### src/common/rv_pkg.sv
package rv_pkg;

    // rv32i major opcodes used by this core
    typedef enum logic [6:0] {
        OP     = 7'b0110011,
        OP_IMM = 7'b0010011,
        LOAD   = 7'b0000011,
        STORE  = 7'b0100011,
        BRANCH = 7'b1100011,
        JAL    = 7'b1101111,
        JALR   = 7'b1100111,
        SYSTEM = 7'b1110011
    } opcode_e;

    typedef enum logic [3:0] {
        S_FETCH,
        S_FETCH_WAIT,
        S_DECODE,
        S_EX1,
        S_EX2,
        S_MEM,
        S_MEM_WAIT,
        S_WB,
        S_HALT
    } ctrl_state_e;

    typedef enum logic [2:0] {
        ALU_ADD,
        ALU_SUB,
        ALU_AND,
        ALU_OR,
        ALU_XOR,
        ALU_SLT
    } alu_op_e;

    // second alu operand select
    localparam logic [1:0] SRC_B_REG  = 2'd0;
    localparam logic [1:0] SRC_B_IMM  = 2'd1;
    localparam logic [1:0] SRC_B_FOUR = 2'd2;

    typedef enum logic [1:0] {
        LOADER,
        FETCH,
        DATA
    } requester_e;

    typedef struct packed {
        logic       fetch_req;
        logic       ir_write;
        logic       data_req;
        logic       data_write;
        logic       alu_src_a_pc;
        logic [1:0] alu_src_b_sel;
        alu_op_e    alu_op;
        logic       result_latch;
        logic       reg_write;
        logic       wb_sel_mem;
        logic       wb_sel_link;
        logic       pc_write;
        logic       pc_write_cond;
        logic       retire;
    } ctrl_word_t;

endpackage

### src/control/control_unit.sv
module control_unit (
    input  logic               clk,
    input  logic               reset,
    input  logic               start,
    input  rv_pkg::opcode_e    opcode,
    input  logic [2:0]         funct3,
    input  logic               funct7_5,
    input  logic               fetch_rsp_valid,
    input  logic               data_rsp_valid,
    input  logic               fetch_accept,
    input  logic               data_accept,
    input  logic               branch_taken,
    output rv_pkg::ctrl_word_t ctrl,
    output logic               halted
);

    rv_pkg::ctrl_state_e state;
    rv_pkg::ctrl_state_e next_state;
    rv_pkg::alu_op_e     alu_fn;
    logic                started;
    logic                is_load;
    logic                is_store;
    logic                is_branch;
    logic                is_jal;
    logic                is_jalr;

    assign is_load   = opcode == rv_pkg::LOAD;
    assign is_store  = opcode == rv_pkg::STORE;
    assign is_branch = opcode == rv_pkg::BRANCH;
    assign is_jal    = opcode == rv_pkg::JAL;
    assign is_jalr   = opcode == rv_pkg::JALR;
    assign halted    = state == rv_pkg::S_HALT;

    always_ff @(posedge clk) begin
        if (reset) begin
            state   <= rv_pkg::S_FETCH;
            started <= 1'b0;
        end else begin
            state   <= next_state;
            started <= started | start;
        end
    end

    always_comb begin
        next_state = state;
        case (state)
            rv_pkg::S_FETCH: begin
                if (fetch_accept)
                    next_state = rv_pkg::S_FETCH_WAIT;
            end
            rv_pkg::S_FETCH_WAIT: begin
                if (fetch_rsp_valid)
                    next_state = rv_pkg::S_DECODE;
            end
            rv_pkg::S_DECODE: next_state = rv_pkg::S_EX1;
            rv_pkg::S_EX1:    next_state = rv_pkg::S_EX2;
            rv_pkg::S_EX2: begin
                if (is_branch)
                    next_state = rv_pkg::S_FETCH;
                else if (is_load || is_store)
                    next_state = rv_pkg::S_MEM;
                else if (opcode == rv_pkg::SYSTEM)
                    next_state = rv_pkg::S_HALT;
                else
                    next_state = rv_pkg::S_WB;
            end
            rv_pkg::S_MEM: begin
                if (data_accept)
                    next_state = is_store ? rv_pkg::S_FETCH : rv_pkg::S_MEM_WAIT;
            end
            rv_pkg::S_MEM_WAIT: begin
                if (data_rsp_valid)
                    next_state = rv_pkg::S_WB;
            end
            rv_pkg::S_WB:   next_state = rv_pkg::S_FETCH;
            rv_pkg::S_HALT: next_state = rv_pkg::S_HALT;
            default:        next_state = rv_pkg::S_FETCH;
        endcase
    end

    // alu function for register and immediate arithmetic, add otherwise
    always_comb begin
        alu_fn = rv_pkg::ALU_ADD;
        if (opcode == rv_pkg::OP || opcode == rv_pkg::OP_IMM) begin
            case (funct3)
                3'b000: begin
                    if (opcode == rv_pkg::OP && funct7_5)
                        alu_fn = rv_pkg::ALU_SUB;
                end
                3'b010:  alu_fn = rv_pkg::ALU_SLT;
                3'b100:  alu_fn = rv_pkg::ALU_XOR;
                3'b110:  alu_fn = rv_pkg::ALU_OR;
                3'b111:  alu_fn = rv_pkg::ALU_AND;
                default: alu_fn = rv_pkg::ALU_ADD;
            endcase
        end
    end

    always_comb begin
        ctrl        = '0;
        ctrl.alu_op = rv_pkg::ALU_ADD;
        case (state)
            rv_pkg::S_FETCH:      ctrl.fetch_req = started;
            rv_pkg::S_FETCH_WAIT: ctrl.ir_write = fetch_rsp_valid;
            rv_pkg::S_EX1: begin
                // next sequential pc, or the jal target
                ctrl.alu_src_a_pc  = 1'b1;
                ctrl.alu_src_b_sel = is_jal ? rv_pkg::SRC_B_IMM : rv_pkg::SRC_B_FOUR;
                ctrl.pc_write      = 1'b1;
            end
            rv_pkg::S_EX2: begin
                ctrl.alu_op        = alu_fn;
                ctrl.alu_src_a_pc  = is_branch;
                ctrl.alu_src_b_sel = (opcode == rv_pkg::OP) ? rv_pkg::SRC_B_REG
                                                            : rv_pkg::SRC_B_IMM;
                ctrl.result_latch  = 1'b1;
                ctrl.pc_write_cond = is_branch;
                ctrl.pc_write      = is_jalr || branch_taken;
                ctrl.retire        = is_branch;
            end
            rv_pkg::S_MEM: begin
                ctrl.data_req   = 1'b1;
                ctrl.data_write = is_store;
                ctrl.retire     = is_store && data_accept;
            end
            rv_pkg::S_WB: begin
                ctrl.reg_write   = 1'b1;
                ctrl.wb_sel_mem  = is_load;
                ctrl.wb_sel_link = is_jal || is_jalr;
                ctrl.retire      = 1'b1;
            end
            default: ctrl.alu_op = rv_pkg::ALU_ADD;
        endcase
    end

endmodule

### config.mk
export PLATFORM = sky130hd
export DESIGN_NAME = control_unit
export DESIGN_NICKNAME = d
export VERILOG_FILES = /design/src/common/rv_pkg.sv /design/src/control/control_unit.sv
export SDC_FILE = /design/constraint.sdc
export NUM_CORES = 1
export LEC_CHECK = 0
export BUFFER_PORTS_ARGS = -buffer_cell sky130_fd_sc_hd__buf_4
export CORE_MARGIN = 2
export CORE_UTILIZATION = 42
export CTS_CLUSTER_DIAMETER = 100
export DETAILED_ROUTE_END_ITERATION = 10
export PLACE_DENSITY = 0.79
export SYNTH_ARGS = -nofsm -noshare
export SYNTH_HDL_FRONTEND = slang
export SYNTH_SLANG_ARGS = --single-unit
### constraint.sdc
create_clock -name clk -period 1.71 [get_ports clk]
set_input_delay 0.342 -clock clk [delete_from_list [all_inputs] [get_ports clk]]
set_output_delay 0.342 -clock clk [all_outputs]
set_load 0.01 [all_outputs]
==> results.ini <==
[global_routing]
antenna_found_initial = 0
grt_pass1_vias = 860
grt_overflow_total = 0
grt_start_max_net_pins = 11
grt_pass1_wl_mm = 3.75
track_usage_pct = 26.9

[detailed_routing]
wl_mm = 2.72
route.detailed.drc = 0
first_pass_iters = 5
drtIter0Drc = 44
ant_nets = 0
routed_via_density = 5.79
wl_per_cell_microns = 17.8
vias = 886

[sta]
skew_ns = 0.00334
setup_tns_ns = -0.177
rsz0062_at_grt = yes
tightest_slew_ns = 0.341
period_share_pct = 104
final-setup-viol-count = 6
finalCriticalPeriod_ns = 1.77
slew_violations = 0
holdWs_ns = 0.310
timing.final.hold_violations = 0
max_freq_mhz = 565
setup_ws_ns = -0.0600
max-slew-margin-rel_pct = 77.0

[die]
initial_core_util_pct = 46.6
num_rows = 13
ios = 37
fp.dieW_microns = 42.7
core_area_sq_um = 1350
die_h_microns = 42.7
design.die.area_sq_um = 1820

[pwr]
max-vdd-ir-drop_mv = 0.475
power.density_nw_per_um2 = 564
static-leakage-power_uw = 0.000569

[synthesis]
synth_ff_type = dfxtp_1
syn_nets = 103
synthCells = 84
synth_area_per_cell_sq_um = 7.49
synth_edf_count = 0
synth_warnings = 0
async_flop_share_pct = 0
ys_seq_area_share_pct = 15.9
synth_cell_types = 38
synth_area_sq_um = 629
ys_ff_latch = 5

[final_layout]
nets = 158
drive_gt1_share_pct = 64.5
nFillCells = 69
regArea_sq_um = 105
n_antenna_cell = 0
syn2layout_area_growth_pct = 88.3
multiInputGateArea_sq_um = 597

[worst_setup_path]
end_kind = primary output
worstPathArrival_ns = 1.43
worstSetupPathType = reg -> out
cp_max_fo = 3
cp-start-kind = flop
worstPathRequired_ns = 1.37

[clock_tree]
clk_latency_ns = 0.24
h-tree-depth = 1
cts.hold.buffers_added = 0
clock_path_buffers = 2
cts.clk_slew.worst_paths_ns = 0.04
cts_sinks = 5
cts_tree = built
cts_buffers = 3
cts-root-buf = clkbuf_4

[placement]
place.gp.congestion = 0.875
dp_hpwl_mm = 1.66
port_buffers = 36

[run_status]
outcome = complete, but fails checks
violations = negative setup slack

[job]
drv_cap = 0

[hold_path]
hold_path_class = in -> reg

==> state kept, by name, indices dropped and copies added (netlist names) <==
register,count
state,4
started,1
==> placed cells by master, fill, tap and decap left out, types with 2 or more instances in the layout <==
cell / netlist / layout
buf_4: 0 / 49
nor2_1: 12 / 9
nand2_1: 5 / 5
inv_1: 6 / 5
a21oi_1: 5 / 4
buf_6: 1 / 4
dfxtp_2: 0 / 4
and3_1: 5 / 3
clkbuf_4: 0 / 3
nor2_2: 0 / 2
and3_4: 0 / 2
nor3_2: 1 / 2
nor4b_2: 0 / 2
nand2b_1: 2 / 2
nand3_2: 0 / 2
o22ai_1: 2 / 2
or2_2: 3 / 2
a21o_1: 2 / 2
nor3_1: 4 / 2
a31oi_1: 3 / 2
==> worst paths after layout <==
path | start | endpoint | slack, ns | cells past startpoint
setup / recovery | state[3] | ctrl[4] | -0.06 | 4
hold / removal | start | started | 0.31 | 3
setup reg to reg | state[2] | state[2] | 0.14 | 6
hold reg to reg | started | started | 0.48 | 2
==> cells in the mapped netlist (2+ instances only) <==
cell,instances,share of area (%)
and3_1,5,5.0
nor3_1,4,3.2
a21o_1,2,2.4
inv_1,6,3.6
nor4_1,2,2.0
dfxtp_1,5,16
nor2_1,12,7.2
o22ai_1,2,2.0
a31oi_1,3,3.0
nand2b_1,2,2.0
a21oi_1,5,4.0
nor4b_1,2,2.8
nand2_1,5,3.0
or2_2,3,3.0
nand3_1,3,2.4
==> final cells by class <==
| cell class | count | share of cell area, % |
|---|---|---|
| multi-input combinational | 70 | 50.4 |
| timing repair buffer | 53 | 34.8 |
| sequential | 5 | 8.87 |
| clock buffer | 4 | 2.22 |
| inverter | 6 | 2.11 |
| tap | 15 | 1.58 |
==> logic make-up (layout without fill, tap and decap cells) <==
logic type,after synthesis,in the layout,share of synthesized area (%)
multiplexers,2,2,3.98
AO/OA/AOI/OAI,19,19,22.1
flip-flops,5,5,15.9
XOR/XNOR,1,1,1.39
buffers and inverters,9,63,6.76
AND/OR/NAND/NOR,48,48,49.9
==> repair_timing <==
action | CTS | global route
endpoints found under the setup margin | 11 | 11
pin swaps | 4 | 3
gates resized for setup | 19 | 14
buffers inserted | 2 | 1
cloned | 0 | 0
==> power by group <==
part	internal [uW]	total, uW	leakage [uW]	switching, uW
registers	136	176	0.0000427	39.4
clock network	88.1	134	0.0000150	46.2
logic	174	358	0.000511	183
==> routing by layer <==
| layer | vias to the layer above | share of wire, % | track usage, % |
|---|---|---|---|
| li1 | 416 | - | - |
| met1 | 400 | 37 | 31.4 |
| met2 | 56 | 52 | 45.8 |
| met3 | 14 | 8.6 | 9.36 |
| met4 | 0 | 3.0 | 8.13 |
| met5 | - | 0 | 0 |
==> worst max-delay path, stage by stage, from the launching register on <==
cell and delay, ns:
dfxtp_2 0.32, and2b_2 0.26, nand3_2 0.11, nor4b_2 0.32, buf_4 0.18
==> through the flow <==
stage	std cells	instance area [sq um]	utilization [%]	setup WS, ns	total power [uW]
5_1_grt	153	1180	87.8	-0.147	712
2_1_floorplan	84	629	-	0.0174	346
4_1_cts	152	1120	83.2	-0.0168	640
6_report	153	1180	87.8	-0.0600	668
3_3_place_gp	146	1000	74.3	-0.0605	459
3_5_place_dp	146	1000	74.3	-0.112	468
No activity file was read; power rests on OpenSTA's default activity.
