### src/common/rv_settings.svh
`ifndef RV_SETTINGS_SVH
`define RV_SETTINGS_SVH

// data and address width
`define RV_XLEN 32

// unified memory depth in words, byte address is 10 bits
`define RV_MEM_WORDS 256

// request queue entries, also the arbiter's starting credit count
`define RV_MEM_QUEUE_DEPTH 2

// cycles from queue exit to read response
`define RV_MEM_LATENCY 3

`endif

### src/common/rv_pkg.sv
package rv_pkg;

    // rv32i major opcodes used by this core
    typedef enum logic [6:0] {
        OP     = 7'b0110011,
        OP_IMM = 7'b0010011,
        LOAD   = 7'b0000011,
        STORE  = 7'b0100011,
        BRANCH = 7'b1100011,
        JAL    = 7'b1101111,
        JALR   = 7'b1100111,
        SYSTEM = 7'b1110011
    } opcode_e;

    typedef enum logic [3:0] {
        S_FETCH,
        S_FETCH_WAIT,
        S_DECODE,
        S_EX1,
        S_EX2,
        S_MEM,
        S_MEM_WAIT,
        S_WB,
        S_HALT
    } ctrl_state_e;

    typedef enum logic [2:0] {
        ALU_ADD,
        ALU_SUB,
        ALU_AND,
        ALU_OR,
        ALU_XOR,
        ALU_SLT
    } alu_op_e;

    // second alu operand select
    localparam logic [1:0] SRC_B_REG  = 2'd0;
    localparam logic [1:0] SRC_B_IMM  = 2'd1;
    localparam logic [1:0] SRC_B_FOUR = 2'd2;

    typedef enum logic [1:0] {
        LOADER,
        FETCH,
        DATA
    } requester_e;

    typedef struct packed {
        logic       fetch_req;
        logic       ir_write;
        logic       data_req;
        logic       data_write;
        logic       alu_src_a_pc;
        logic [1:0] alu_src_b_sel;
        alu_op_e    alu_op;
        logic       result_latch;
        logic       reg_write;
        logic       wb_sel_mem;
        logic       wb_sel_link;
        logic       pc_write;
        logic       pc_write_cond;
        logic       retire;
    } ctrl_word_t;

endpackage

### src/common/mem_port_if.sv
`include "rv_settings.svh"

interface mem_port_if;

    logic                req_valid;
    logic                req_ready;
    logic                req_write;
    logic [`RV_XLEN-1:0] req_addr;
    logic [`RV_XLEN-1:0] req_wdata;
    logic                rsp_valid;
    logic [`RV_XLEN-1:0] rsp_rdata;
    logic                credit_return;

    // core side, request held until req_ready
    modport requester (
        output req_valid, req_write, req_addr, req_wdata,
        input  req_ready, rsp_valid, rsp_rdata
    );

    modport arb_side (
        input  req_valid, req_write, req_addr, req_wdata,
        output req_ready, rsp_valid, rsp_rdata
    );

    // credit flow, req_ready is advisory only here
    modport mem_master (
        output req_valid, req_write, req_addr, req_wdata,
        input  req_ready, rsp_valid, rsp_rdata, credit_return
    );

    modport mem_slave (
        input  req_valid, req_write, req_addr, req_wdata,
        output req_ready, rsp_valid, rsp_rdata, credit_return
    );

endinterface

### src/mem_arbiter.sv
`include "rv_settings.svh"

module mem_arbiter (
    input  logic                clk,
    input  logic                reset,
    input  logic                load_valid,
    input  logic [`RV_XLEN-1:0] load_addr,
    input  logic [`RV_XLEN-1:0] load_data,
    output logic                load_ready,
    mem_port_if.arb_side        fetch,
    mem_port_if.arb_side        data,
    mem_port_if.mem_master      mem
);

    localparam int QD        = `RV_MEM_QUEUE_DEPTH;
    localparam int TAG_DEPTH = QD + `RV_MEM_LATENCY;
    localparam int TAG_PTR_W = $clog2(TAG_DEPTH);
    localparam int CREDIT_W  = $clog2(QD + 1);

    logic [CREDIT_W-1:0]  credits;
    logic                 has_credit;
    logic                 grant_data;
    logic                 grant_fetch;
    logic                 grant_load;
    rv_pkg::requester_e   winner;
    rv_pkg::requester_e   tag_q [TAG_DEPTH];
    logic [TAG_PTR_W-1:0] tag_wr;
    logic [TAG_PTR_W-1:0] tag_rd;

    // fixed priority, data over fetch over loader
    assign has_credit  = credits != '0;
    assign grant_data  = has_credit && data.req_valid;
    assign grant_fetch = has_credit && fetch.req_valid && !data.req_valid;
    assign grant_load  = has_credit && load_valid && !data.req_valid && !fetch.req_valid;

    assign data.req_ready  = grant_data;
    assign fetch.req_ready = grant_fetch;
    assign load_ready      = grant_load;

    always_comb begin
        mem.req_valid = grant_data || grant_fetch || grant_load;
        winner        = rv_pkg::LOADER;
        mem.req_write = 1'b1;
        mem.req_addr  = load_addr;
        mem.req_wdata = load_data;
        if (grant_data) begin
            winner        = rv_pkg::DATA;
            mem.req_write = data.req_write;
            mem.req_addr  = data.req_addr;
            mem.req_wdata = data.req_wdata;
        end else if (grant_fetch) begin
            winner        = rv_pkg::FETCH;
            mem.req_write = fetch.req_write;
            mem.req_addr  = fetch.req_addr;
            mem.req_wdata = fetch.req_wdata;
        end
    end

    always_ff @(posedge clk) begin
        if (reset) begin
            credits <= CREDIT_W'(QD);
            tag_wr  <= '0;
            tag_rd  <= '0;
        end else begin
            if (mem.req_valid && !mem.credit_return)
                credits <= credits - 1'b1;
            else if (!mem.req_valid && mem.credit_return)
                credits <= credits + 1'b1;
            if (mem.req_valid && !mem.req_write)
                tag_wr <= (tag_wr == TAG_PTR_W'(TAG_DEPTH - 1)) ? '0 : tag_wr + 1'b1;
            if (mem.rsp_valid)
                tag_rd <= (tag_rd == TAG_PTR_W'(TAG_DEPTH - 1)) ? '0 : tag_rd + 1'b1;
        end
    end

    // owner of each outstanding read, oldest at tag_rd
    always_ff @(posedge clk) begin
        if (mem.req_valid && !mem.req_write)
            tag_q[tag_wr] <= winner;
    end

    assign fetch.rsp_valid = mem.rsp_valid && tag_q[tag_rd] == rv_pkg::FETCH;
    assign data.rsp_valid  = mem.rsp_valid && tag_q[tag_rd] == rv_pkg::DATA;
    assign fetch.rsp_rdata = mem.rsp_rdata;
    assign data.rsp_rdata  = mem.rsp_rdata;

endmodule

### src/flat_wrapper.sv
// flat-port wrapper written by rule: the top's interface ports become plain ports
module mem_arbiter_flat 
  (clk, reset, load_valid, load_addr, load_data, load_ready, fetch_req_valid, fetch_req_write, fetch_req_addr, fetch_req_wdata, fetch_req_ready, fetch_rsp_valid, fetch_rsp_rdata, data_req_valid, data_req_write, data_req_addr, data_req_wdata, data_req_ready, data_rsp_valid, data_rsp_rdata, mem_req_valid, mem_req_write, mem_req_addr, mem_req_wdata, mem_req_ready, mem_rsp_valid, mem_rsp_rdata, mem_credit_return);
  mem_port_if fetch_i ();
  mem_port_if data_i ();
  mem_port_if mem_i ();
  input  logic clk;
  input  logic reset;
  input  logic load_valid;
  input  logic [`RV_XLEN-1:0] load_addr;
  input  logic [`RV_XLEN-1:0] load_data;
  output logic load_ready;
  input wire logic [$bits(fetch_i.req_valid)-1:0] fetch_req_valid;
  input wire logic [$bits(fetch_i.req_write)-1:0] fetch_req_write;
  input wire logic [$bits(fetch_i.req_addr)-1:0] fetch_req_addr;
  input wire logic [$bits(fetch_i.req_wdata)-1:0] fetch_req_wdata;
  output wire logic [$bits(fetch_i.req_ready)-1:0] fetch_req_ready;
  output wire logic [$bits(fetch_i.rsp_valid)-1:0] fetch_rsp_valid;
  output wire logic [$bits(fetch_i.rsp_rdata)-1:0] fetch_rsp_rdata;
  input wire logic [$bits(data_i.req_valid)-1:0] data_req_valid;
  input wire logic [$bits(data_i.req_write)-1:0] data_req_write;
  input wire logic [$bits(data_i.req_addr)-1:0] data_req_addr;
  input wire logic [$bits(data_i.req_wdata)-1:0] data_req_wdata;
  output wire logic [$bits(data_i.req_ready)-1:0] data_req_ready;
  output wire logic [$bits(data_i.rsp_valid)-1:0] data_rsp_valid;
  output wire logic [$bits(data_i.rsp_rdata)-1:0] data_rsp_rdata;
  output wire logic [$bits(mem_i.req_valid)-1:0] mem_req_valid;
  output wire logic [$bits(mem_i.req_write)-1:0] mem_req_write;
  output wire logic [$bits(mem_i.req_addr)-1:0] mem_req_addr;
  output wire logic [$bits(mem_i.req_wdata)-1:0] mem_req_wdata;
  input wire logic [$bits(mem_i.req_ready)-1:0] mem_req_ready;
  input wire logic [$bits(mem_i.rsp_valid)-1:0] mem_rsp_valid;
  input wire logic [$bits(mem_i.rsp_rdata)-1:0] mem_rsp_rdata;
  input wire logic [$bits(mem_i.credit_return)-1:0] mem_credit_return;
  assign fetch_i.req_valid = fetch_req_valid;
  assign fetch_i.req_write = fetch_req_write;
  assign fetch_i.req_addr = fetch_req_addr;
  assign fetch_i.req_wdata = fetch_req_wdata;
  assign fetch_req_ready = fetch_i.req_ready;
  assign fetch_rsp_valid = fetch_i.rsp_valid;
  assign fetch_rsp_rdata = fetch_i.rsp_rdata;
  assign data_i.req_valid = data_req_valid;
  assign data_i.req_write = data_req_write;
  assign data_i.req_addr = data_req_addr;
  assign data_i.req_wdata = data_req_wdata;
  assign data_req_ready = data_i.req_ready;
  assign data_rsp_valid = data_i.rsp_valid;
  assign data_rsp_rdata = data_i.rsp_rdata;
  assign mem_req_valid = mem_i.req_valid;
  assign mem_req_write = mem_i.req_write;
  assign mem_req_addr = mem_i.req_addr;
  assign mem_req_wdata = mem_i.req_wdata;
  assign mem_i.req_ready = mem_req_ready;
  assign mem_i.rsp_valid = mem_rsp_valid;
  assign mem_i.rsp_rdata = mem_rsp_rdata;
  assign mem_i.credit_return = mem_credit_return;
  mem_arbiter u_core (.clk(clk), .reset(reset), .load_valid(load_valid), .load_addr(load_addr), .load_data(load_data), .load_ready(load_ready), .fetch(fetch_i), .data(data_i), .mem(mem_i));
endmodule
### config.mk
export PLATFORM = sky130hd
export DESIGN_NAME = mem_arbiter_flat
export DESIGN_NICKNAME = d
export VERILOG_FILES = /design/src/common/rv_pkg.sv /design/src/common/mem_port_if.sv /design/src/mem_arbiter.sv /design/src/flat_wrapper.sv
export VERILOG_INCLUDE_DIRS = /design/src /design/src/common
export SDC_FILE = /design/constraint.sdc
export NUM_CORES = 1
export LEC_CHECK = 0
export BUFFER_PORTS_ARGS = -buffer_cell sky130_fd_sc_hd__buf_2
export CORE_AREA = 2 2 144 146
export DETAILED_ROUTE_END_ITERATION = 16
export DIE_AREA = 0 0 146 148
export PLACE_DENSITY_LB_ADDON = 0.08
export SETUP_SLACK_MARGIN = 0.1
export SYNTH_ARGS = -nofsm -noshare
export SYNTH_HDL_FRONTEND = slang
export SYNTH_SLANG_ARGS = --single-unit
### constraint.sdc
create_clock -name clk -period 1.58 [get_ports clk]
set_clock_uncertainty 0.1 [all_clocks]
set_input_delay 0.079 -clock clk [delete_from_list [all_inputs] [get_ports clk]]
set_output_delay 0.079 -clock clk [all_outputs]
set_load 0.02 [all_outputs]
==> impl_metrics.tcl, run 1 <==
set metrics [dict create \
    pwr_density_cell_nw_per_um2 731 \
    core_sq_um 20000 \
    final-setup-viol-count 67 \
    r2r_start "u_core.credits[1]" \
    maxSlewHeadroom_pct 70.9 \
    fin_nets 835 \
    drv_cap 0 \
    rsz0062_at_grt "true" \
    hpwl_um 13300 \
    rows 52 \
    fin_cells 867 \
    grt_first_pass_wirelength_um 21500 \
    muxShareOfSynthArea_pct 3.36 \
    die_x_um 146 \
    drive_gt1_share_pct 63.4 \
    finalCritPeriodShare_pct 115 \
    tightest_slew_ns 0.434 \
    cp_max_fo 22 \
    first_global_vias 3449 \
    drtAntennaViolNets 0 \
    slew_viol_final 0 \
    routabilityCongestion 0.836 \
    worstHoldPathCells 2 \
    yosysSeqAreaShare_pct 20.3 \
    io_pins 369 \
    drt-total-wl_um 15900 \
    p_comb_share_pct 67.7 \
    n_fill_cell 2351 \
    start_kind "register" \
    globalRoute.totalOverflow 0 \
    path_clk_slew_ns 0.06 \
    cts_buffers 3 \
    yosys.area_share.adder_pct 1.95 \
    syn_avg_cell_area_sq_um 7.04 \
    grt_max_degree 33 \
    dr.pass1.iters 4 \
    synthSimpleGateAreaFrac_pct 26.6 \
    hold_class "input pin to register" \
    end_kind "primary output" \
    arrival_ns 1.64 \
    synth_cells 365 \
    synth_nets 603 \
    grt_use_total_pct 13.2 \
    violations "setup timing" \
    synth_top_family_by_area "simple AND/OR/NAND/NOR gates" \
    drc 0 \
    yosysUniqueCellTypes 37 \
    area_growth_pct 90.1 \
    numClockSinks 21 \
    crit_required_ns 1.40 \
    wire_per_inst_um 18.4 \
    netSwitchingPower_mw 1.44 \
    ys_top_cells_by_area "buf_4 (19%), nand2_1 (19%), a22oi_1 (18%)" \
    yosys_register_bits 21 \
    antenna_found_initial 5 \
    netSwitchingFraction_pct 40.3 \
    period_minus_slack_ns 1.82 \
    irDropWorstVdd_mv 0.244 \
    synth.top_cell.area_share_pct 19.0 \
    p_seq_share_pct 17.6 \
    final_cell_mix "buf_2 (208), nand2_1 (124), buf_6 (51)" \
    leakagePower_nw 2.46 \
    fp.dieH_um 148 \
    num_vias 3442 \
    worstPathCellList "nor2_4, nor3b_4, buf_12, buf_4, a22oi_1, nand2_1, buf_2" \
    clkLatencyLatePin_ns 0.26 \
    preCtsSetupSlack_ns -0.202 \
    root_buffer "clkbuf_16" \
    worst_slack_ns -0.236 \
    cts.htree.levels 1 \
    layout_commonest_cell "buf_2" \
    cp-startpoint "u_core.credits[0]" \
    cpMaxStageDelayCell "dfxtp_2" \
    netlist_area_sq_um 2570 \
    die_area_sq_um 21600 \
    p_int_mw 2.13 \
    max_stage_delay_ns 0.35 \
    synth_compound_area_share_pct 22.5 \
    drtIter0Drc 86 \
    p_clk_share_pct 14.8 \
    viasPerCell 3.97 \
    numPortBuffers 271 \
    start_util_pct 12.8 \
    hp-start "reset" \
    dp_cells 851 \
    tritoncts "built" \
    finalHoldViolCount 0 \
    clockBufferDepth 2 \
    synth-xor-area-share_pct 0.341 \
    criticalPathCategory "register to primary output" \
    fmax_mhz 551 \
    worstRegToRegCells 7 \
    status "finished, violations left" \
    ys.warnings.count 0 \
    synth.largest_area_cell "buf_4" \
]
final timing paths:
kind	to	slack [ns]
setup / recovery	mem_req_addr[24]	-0.24
setup reg to reg	u_core.tag_wr[1]	0.09
hold reg to reg	register	0.45
hold / removal	u_core.tag_wr[1]	0.01
per-stage QoR:
step	cell area [sq um]	power [mW]	setup TNS (ns)	hold WS [ns]	utilization (%)
2_1_floorplan	2580	1.82	0	0.124	-
3_3_place_gp	4030	2.51	-1.04	0.0582	20.1
3_5_place_dp	4030	2.52	-1.18	0.0582	20.1
4_1_cts	4700	3.52	-14.33	0.0157	23.5
5_1_grt	4880	3.79	-18.46	0.0241	24.4
6_report	4880	3.57	-13.17	0.0125	24.4
power groups by stage:
stage	Clock [mW]	Combinational [mW]	Sequential, mW
after global routing	0.564	2.59	0.632
after detailed placement	0	1.88	0.634
after CTS	0.546	2.34	0.628
after global placement	0	1.87	0.634
final	0.527	2.42	0.627
after floorplan	0	1.18	0.641
what timing repair did:
item                       CTS  global route
pin swaps                    7             6
gates resized for setup    143            23
hold buffers                 0             0
gates cloned                 1             3
setup endpoints to repair   82            83
buffers inserted             6             1
logic make-up after synthesis:
family	after synthesis
simple gates	161
buf+inv	95
compound gates	77
flops	21
mux	6
fa+ha+maj	4
xor+xnor	1
critical path, delay by kind of cell, from the launching register on:
kind / cells / cell delay (ns)
buffers and inverters: 3 / 0.59
DFF: 1 / 0.35
and+or+nand+nor: 3 / 0.33
AOI/OAI and AO/OA: 1 / 0.10
layout make-up:
type	count	area, sq um	share of cell area [%]
Clock buffer	3	75.1	1.54
Inverter	7	26.3	0.538
Clock inverter	1	5.00	0.102
Sequential cell	21	528	10.8
Timing Repair Buffer	315	2240	45.9
Multi-Input combinational cell	249	1670	34.2
Antenna cell	1	2.50	0.0512
Tap cell	270	338	6.92
layer usage:
layer,part of all wire [%],vias to the layer above,track usage (%)
li1,-,1662,-
met4,1.2,8,2.38
met1,35,1551,13.8
met5,0.29,-,0
met2,50,199,22.6
met3,14,22,8.89
cell usage after synthesis:
cell      count
edfxtp_1     10
buf_2         9
nor2_1        8
o21ai_0       5
a22oi_1      63
a21o_1        1
nor4_1        4
a211o_1       1
nor4b_1       2
dfxtp_1      11
buf_6         4
nand4b_1      2
mux2_2        1
nor2b_1       2
nand2b_1      4
nor2b_2       1
nor3b_1       2
nand2_1     130
nor2_2        1
ha_1          4
nor3_2        1
inv_1         7
nor3b_2       1
buf_4        65
a221oi_2      1
a21oi_1       2
buf_1         1
clkbuf_1      9
nor3_1        2
o22ai_2       1
mux4_2        2
o22ai_1       1
nand4_1       1
mux2i_1       3
a31o_2        1
xor2_1        1
o21ba_1       1
Note: power is estimated with default switching activity, not from simulation.
==> run 2: changes to the inputs <==
==> constraint.sdc (replaced) <==
create_clock -name clk -period 1.5 [get_ports clk]
set_clock_uncertainty 0.1 [all_clocks]
set_input_delay 0.075 -clock clk [delete_from_list [all_inputs] [get_ports clk]]
set_output_delay 0.075 -clock clk [all_outputs]
set_load 0.02 [all_outputs]
==> run 2 against run 1 <==
The run still ends with setup timing left. Global-route usage is 1.0 points lower. Largest power group unchanged. Highest routed layer unchanged. Total power is 9.1% higher. Count of clock-buffer cells in the layout stayed put.
==> impl_metrics.tcl, run 2 (synthesis results as in run 1) <==
set metrics [dict create \
    status "finished, violations left" \
    violations "setup timing" \
    hold_ws_ns 0.0263 \
    stdcell_area_sq_um 5100 \
    numPortBuffers 271 \
    criticalPathCategory "register to primary output" \
    clockBufferDepth 2 \
    crit_required_ns 1.32 \
    cts.htree.levels 1 \
    drt-total-wl_um 15200 \
    cpMaxStageDelayCell "dfxtp_4" \
    irDropWorstVdd_mv 0.451 \
    drv_cap 0 \
    start_kind "register" \
    antenna_found_initial 4 \
    fp.dieH_um 148 \
    final_cell_mix "buf_2 (216), nand2_1 (123), buf_6 (61)" \
    die_x_um 146 \
    maxSlewHeadroom_pct 65.7 \
    cp_max_fo 15 \
    globalRoute.totalOverflow 0 \
    num_vias 3475 \
    drive_gt1_share_pct 64.4 \
    grt_first_pass_wirelength_um 20300 \
    end_kind "primary output" \
    drtAntennaViolNets 0 \
    path_clk_slew_ns 0.06 \
    grt_max_degree 28 \
    preCtsSetupSlack_ns -0.209 \
    worst_slack_ns -0.308 \
    area_growth_pct 98.7 \
    max_stage_delay_ns 0.36 \
    dr.pass1.iters 6 \
    core_sq_um 20000 \
    period_minus_slack_ns 1.81 \
    pwr_density_cell_nw_per_um2 763 \
    tritoncts "built" \
    worstPathCellList "nor2_4, nor3b_4, buf_12, buf_6, a22oi_1, nand2_1, buf_2" \
    drtIter0Drc 122 \
    finalCritPeriodShare_pct 121 \
    final-setup-viol-count 70 \
    arrival_ns 1.63 \
    rsz0062_at_grt "true" \
    hold_class "input pin to register" \
    drc 0 \
    wire_per_inst_um 17.2 \
    leakagePower_nw 2.56 \
    place_area_sq_um 4140 \
    start_util_pct 12.8 \
    numClockSinks 21 \
    root_buffer "clkbuf_16" \
    rows 52 \
    die_area_sq_um 21600 \
    routabilityCongestion 0.813 \
    fin_nets 852 \
    io_pins 369 \
    layout_commonest_cell "buf_2" \
    cts_buffers 3 \
    tightest_slew_ns 0.513 \
    clkLatencyLatePin_ns 0.25 \
    finalHoldViolCount 0 \
    fmax_mhz 553 \
    hpwl_um 12600 \
    grt_use_total_pct 12.2 \
    first_global_vias 3399 \
    viasPerCell 3.93 \
    slew_viol_final 0 \
]
## run 2: cell types whose count changed in the layout (fill, tap and decap cells not counted), moves of 3 or more
| cell | delta |
|---|---|
| nor4_2 | -4 |
| nor4_4 | +4 |
| buf_6 | +10 |
| buf_2 | +8 |
| buf_4 | -3 |
## run 2: layer usage
metal  vias to the layer above  global-route usage, %  part of all wire (%)
met5                         -                      0                  0.26
li1                       1698                      -                     -
met1                      1573                   12.9                    37
met3                        12                   8.36                    14
met2                       186                   21.1                    49
met4                         6                  0.631                  0.37
## run 2: power by group
part           internal (mW)  switching, mW  total, mW  leakage, nW
logic                   1.34           1.33       2.68         2.34
registers              0.638         0.0192      0.658        0.183
clock network          0.358          0.207      0.565       0.0409
total                   2.34           1.56       3.90         2.56
## run 2: area by class of cell
type,instances,area [sq um]
Fill cell,2322,14900
Timing Repair Buffer,332,2400
Multi-Input combinational cell,249,1730
Sequential cell,21,529
Tap cell,270,338
Clock buffer,3,75.1
Inverter,7,26.3
Clock inverter,1,5.00
Antenna cell,2,5.00
## run 2: worst paths after layout
kind / from / to / slack [ns] / cells after the start
hold reg to reg: u_core.tag_rd[2] / u_core.tag_rd[2] / 0.45 / 2
setup / recovery: u_core.credits[0] / mem_req_wdata[19] / -0.31 / 7
setup reg to reg: u_core.credits[1] / u_core.tag_q[4][0] / -0.03 / 5
hold / removal: reset / u_core.tag_wr[0] / 0.03 / 2
## run 2: critical path: cells and delay by family (launching register included)
kind,cells,cell delay (ns)
compound gates,1,0.11
buf+inv,3,0.54
simple gates,3,0.36
flops,1,0.36
## run 2: what timing repair did
item,4_1_cts,5_1_grt
hold buffers,0,0
buffers inserted,8,7
gates resized for setup,95,68
hold endpoints to repair,0,0
gates cloned,0,7
pin swaps,9,14
setup endpoints to repair,87,83
## run 2: through the flow
stage	std cells	util [%]	power (mW)	TNS, ns
floorplan	365	-	1.95	0
global placement	857	20.7	2.71	-2.22
detailed placement	857	20.7	2.70	-3.21
CTS	869	23.2	3.60	-18.85
global route	884	25.5	4.15	-23.67
finish	885	25.5	3.90	-17.45
==> run 3: changes to the inputs <==
--- a/config.mk
+++ b/config.mk
@@ -6,10 +6,11 @@
 export SDC_FILE = /design/constraint.sdc
 export NUM_CORES = 1
 export LEC_CHECK = 0
+export ABC_AREA = 1
 export BUFFER_PORTS_ARGS = -buffer_cell sky130_fd_sc_hd__buf_2
-export CORE_AREA = 2 2 144 146
+export CORE_AREA = 2 2 145 147
 export DETAILED_ROUTE_END_ITERATION = 16
-export DIE_AREA = 0 0 146 148
+export DIE_AREA = 0 0 147 149
 export PLACE_DENSITY_LB_ADDON = 0.08
 export SETUP_SLACK_MARGIN = 0.1
 export SYNTH_ARGS = -nofsm -noshare
==> run 3 against run 2 <==
The flow still finishes with violations (setup timing). Die area up 1.4%. Synthesized area up 5.3%. Via count up 15%. Worst setup slack better by 0.10 ns. Critical endpoint is now mem_req_addr[19]. Sequential share of layout area down 1.4 points. Largest power group unchanged. Largest cell class unchanged. Combinational power up 25%. Hold slack better by 0.0033 ns.
==> impl_metrics.tcl, run 3 <==
set metrics [dict create \
    violations "setup timing" \
    first_global_vias 4097 \
    area_growth_pct 121 \
    cts.htree.levels 1 \
    dp_cells 957 \
    ys_top_cells_by_count "nand2_1 (194), nand3_1 (84), buf_4 (71)" \
    async_flop_share_pct 0 \
    period_minus_slack_ns 1.71 \
    multi_input_area_sq_um 2400 \
    root_buffer "clkbuf_16" \
    hpwl_um 14600 \
    io_pins 369 \
    clkLatencyLatePin_ns 0.25 \
    end_kind "primary output" \
    synth_edf_count 10 \
    criticalPathCategory "register to primary output" \
    dominantRegCellSynth "dfxtp_1" \
    layout_commonest_cell "buf_2" \
    drtAntennaViolNets 0 \
    yosysUniqueCellTypes 28 \
    grt_first_pass_wirelength_um 24800 \
    fmax_mhz 586 \
    synth.most_common_cell "nand2_1" \
    max_stage_delay_ns 0.37 \
    syn_avg_cell_area_sq_um 5.83 \
    synth.top_cell.area_share_pct 26.9 \
    hold_class "input pin to register" \
    path_clk_slew_ns 0.06 \
    synth_cells 464 \
    drv_cap 0 \
    wire_per_inst_um 17.9 \
    core_sq_um 20600 \
    drtIter0Drc 120 \
    drive_gt1_share_pct 73.6 \
    worst_slack_ns -0.205 \
    arrival_ns 1.53 \
    fin_cells 987 \
    routabilityCongestion 0.848 \
    synth_nets 702 \
    final_cell_mix "buf_2 (200), nand2_1 (121), buf_6 (80)" \
    hold_ws_ns 0.0297 \
    tightest_slew_ns 0.386 \
    rsz0062_at_grt "true" \
    slew_viol_final 0 \
    area.sequential_sq_um 536 \
    cpMaxStageDelayCell "dfxtp_4" \
    finalHoldViolCount 0 \
    ys_top_cells_by_area "nand2_1 (27%), buf_4 (20%), nand3_1 (16%)" \
    die_area_sq_um 21900 \
    start_kind "register" \
    cp_max_fo 7 \
    numClockSinks 21 \
    dr.pass1.iters 6 \
    die_x_um 147 \
    tritoncts "built" \
    irDropWorstVdd_mv 0.230 \
    maxSlewHeadroom_pct 74.1 \
    final-setup-viol-count 78 \
    crit_required_ns 1.32 \
    yosysSeqAreaShare_pct 19.2 \
    drc 0 \
    start_util_pct 13.2 \
    cpMostUsedCell "buf_6" \
    finalCritPeriodShare_pct 114 \
    fin_nets 950 \
    rows 53 \
    synth.largest_area_cell "nand2_1" \
    yosys_register_bits 21 \
    num_vias 4001 \
    grt_max_degree 28 \
    globalRoute.totalOverflow 0 \
    viasPerCell 4.05 \
    leakagePower_nw 3.12 \
    numPortBuffers 271 \
    cts_buffers 3 \
    grt_use_total_pct 15.1 \
    fp.dieH_um 149 \
    antenna_found_initial 8 \
    netlist_area_sq_um 2710 \
    pwr_density_cell_nw_per_um2 772 \
    worstPathCellList "nor2_4, nor3_4, buf_6, inv_6, buf_8, nand3_1, nand3_2, buf_6" \
    status "finished, violations left" \
    ys.warnings.count 0 \
    n_fill_cell 2354 \
    clockBufferDepth 2 \
    drt-total-wl_um 17700 \
]
-- run 3: changes by cell type after synthesis, moves of 5 or more --
cell,previous run,this run
nand3_1,0,84
inv_2,0,5
buf_4,65,71
nor2_1,8,23
a22oi_1,63,0
nand2_1,130,194
inv_1,7,16
-- run 3: final cells by class --
cell class	count	area share, %
sequential	21	8.95
timing repair buffer	328	42.0
clock buffer	3	1.25
tap	275	5.75
multi-input combinational	337	40.2
inverter	21	1.74
clock inverter	1	0.0837
antenna	1	0.0418
-- run 3: logic make-up (layout without fill, tap and decap cells) --
| group | after synthesis | in the layout | share of synthesized area [%] |
|---|---|---|---|
| AO/OA/AOI/OAI | 18 | 18 | 3.98 |
| buffers and inverters | 106 | 353 | 24.9 |
| flip-flops | 21 | 21 | 19.2 |
| other | 0 | 1 | 0 |
| AND/OR/NAND/NOR | 315 | 315 | 50.0 |
| adder cells (fa/ha/maj) | 4 | 4 | 1.85 |
-- run 3: path summary, 6_finish.rpt --
path	from	end	slack (ns)	depth (start not counted)
min reg2reg	u_core.tag_rd[0]	register	0.42	1
max	u_core.credits[1]	mem_req_addr[19]	-0.21	8
max reg2reg	u_core.credits[1]	u_core.tag_q[0][0]	-0.15	9
min	mem_rsp_valid	register	0.03	2
-- run 3: through the flow --
step	instance area [sq um]	power [mW]	setup TNS [ns]	worst slack, ns	util (%)
final	5980	4.62	-10.01	-0.205	29.1
after global routing	5980	4.88	-15.78	-0.297	29.1
after CTS	5660	4.48	-16.13	-0.270	27.5
after detailed placement	4170	2.91	-1.12	-0.0674	20.3
after global placement	4170	2.91	-0.773	-0.0890	20.3
after floorplan	2720	2.06	0	0.0256	-
-- run 3: power by group --
part	internal (mW)	switching, mW
Clock	0.358	0.204
Sequential	0.650	0.0411
Combinational	1.61	1.75
Total	2.62	2.00
-- run 3: timing repair --
action                                 CTS  global route
resized for setup                      288           112
hold buffers                             1             0
setup endpoints to repair               86            86
setup buffers                           22             2
pin swaps                               19            21
cloned                                   5             1
endpoints found under the hold margin    1             0
-- run 3: per-layer routing --
| metal | vias up | track usage (%) | share of wire [%] |
|---|---|---|---|
| li1 | 1913 | - | - |
| met1 | 1854 | 18.5 | 40 |
| met2 | 196 | 24.7 | 48 |
| met3 | 26 | 7.46 | 11 |
| met4 | 12 | 1.63 | 0.70 |
| met5 | - | 0 | 0.44 |
-- run 3: critical path, delay by kind of cell, from the launching register on --
kind	cells	cell delay (ns)
buffers and inverters	4	0.51
DFF	1	0.37
and+or+nand+nor	4	0.36
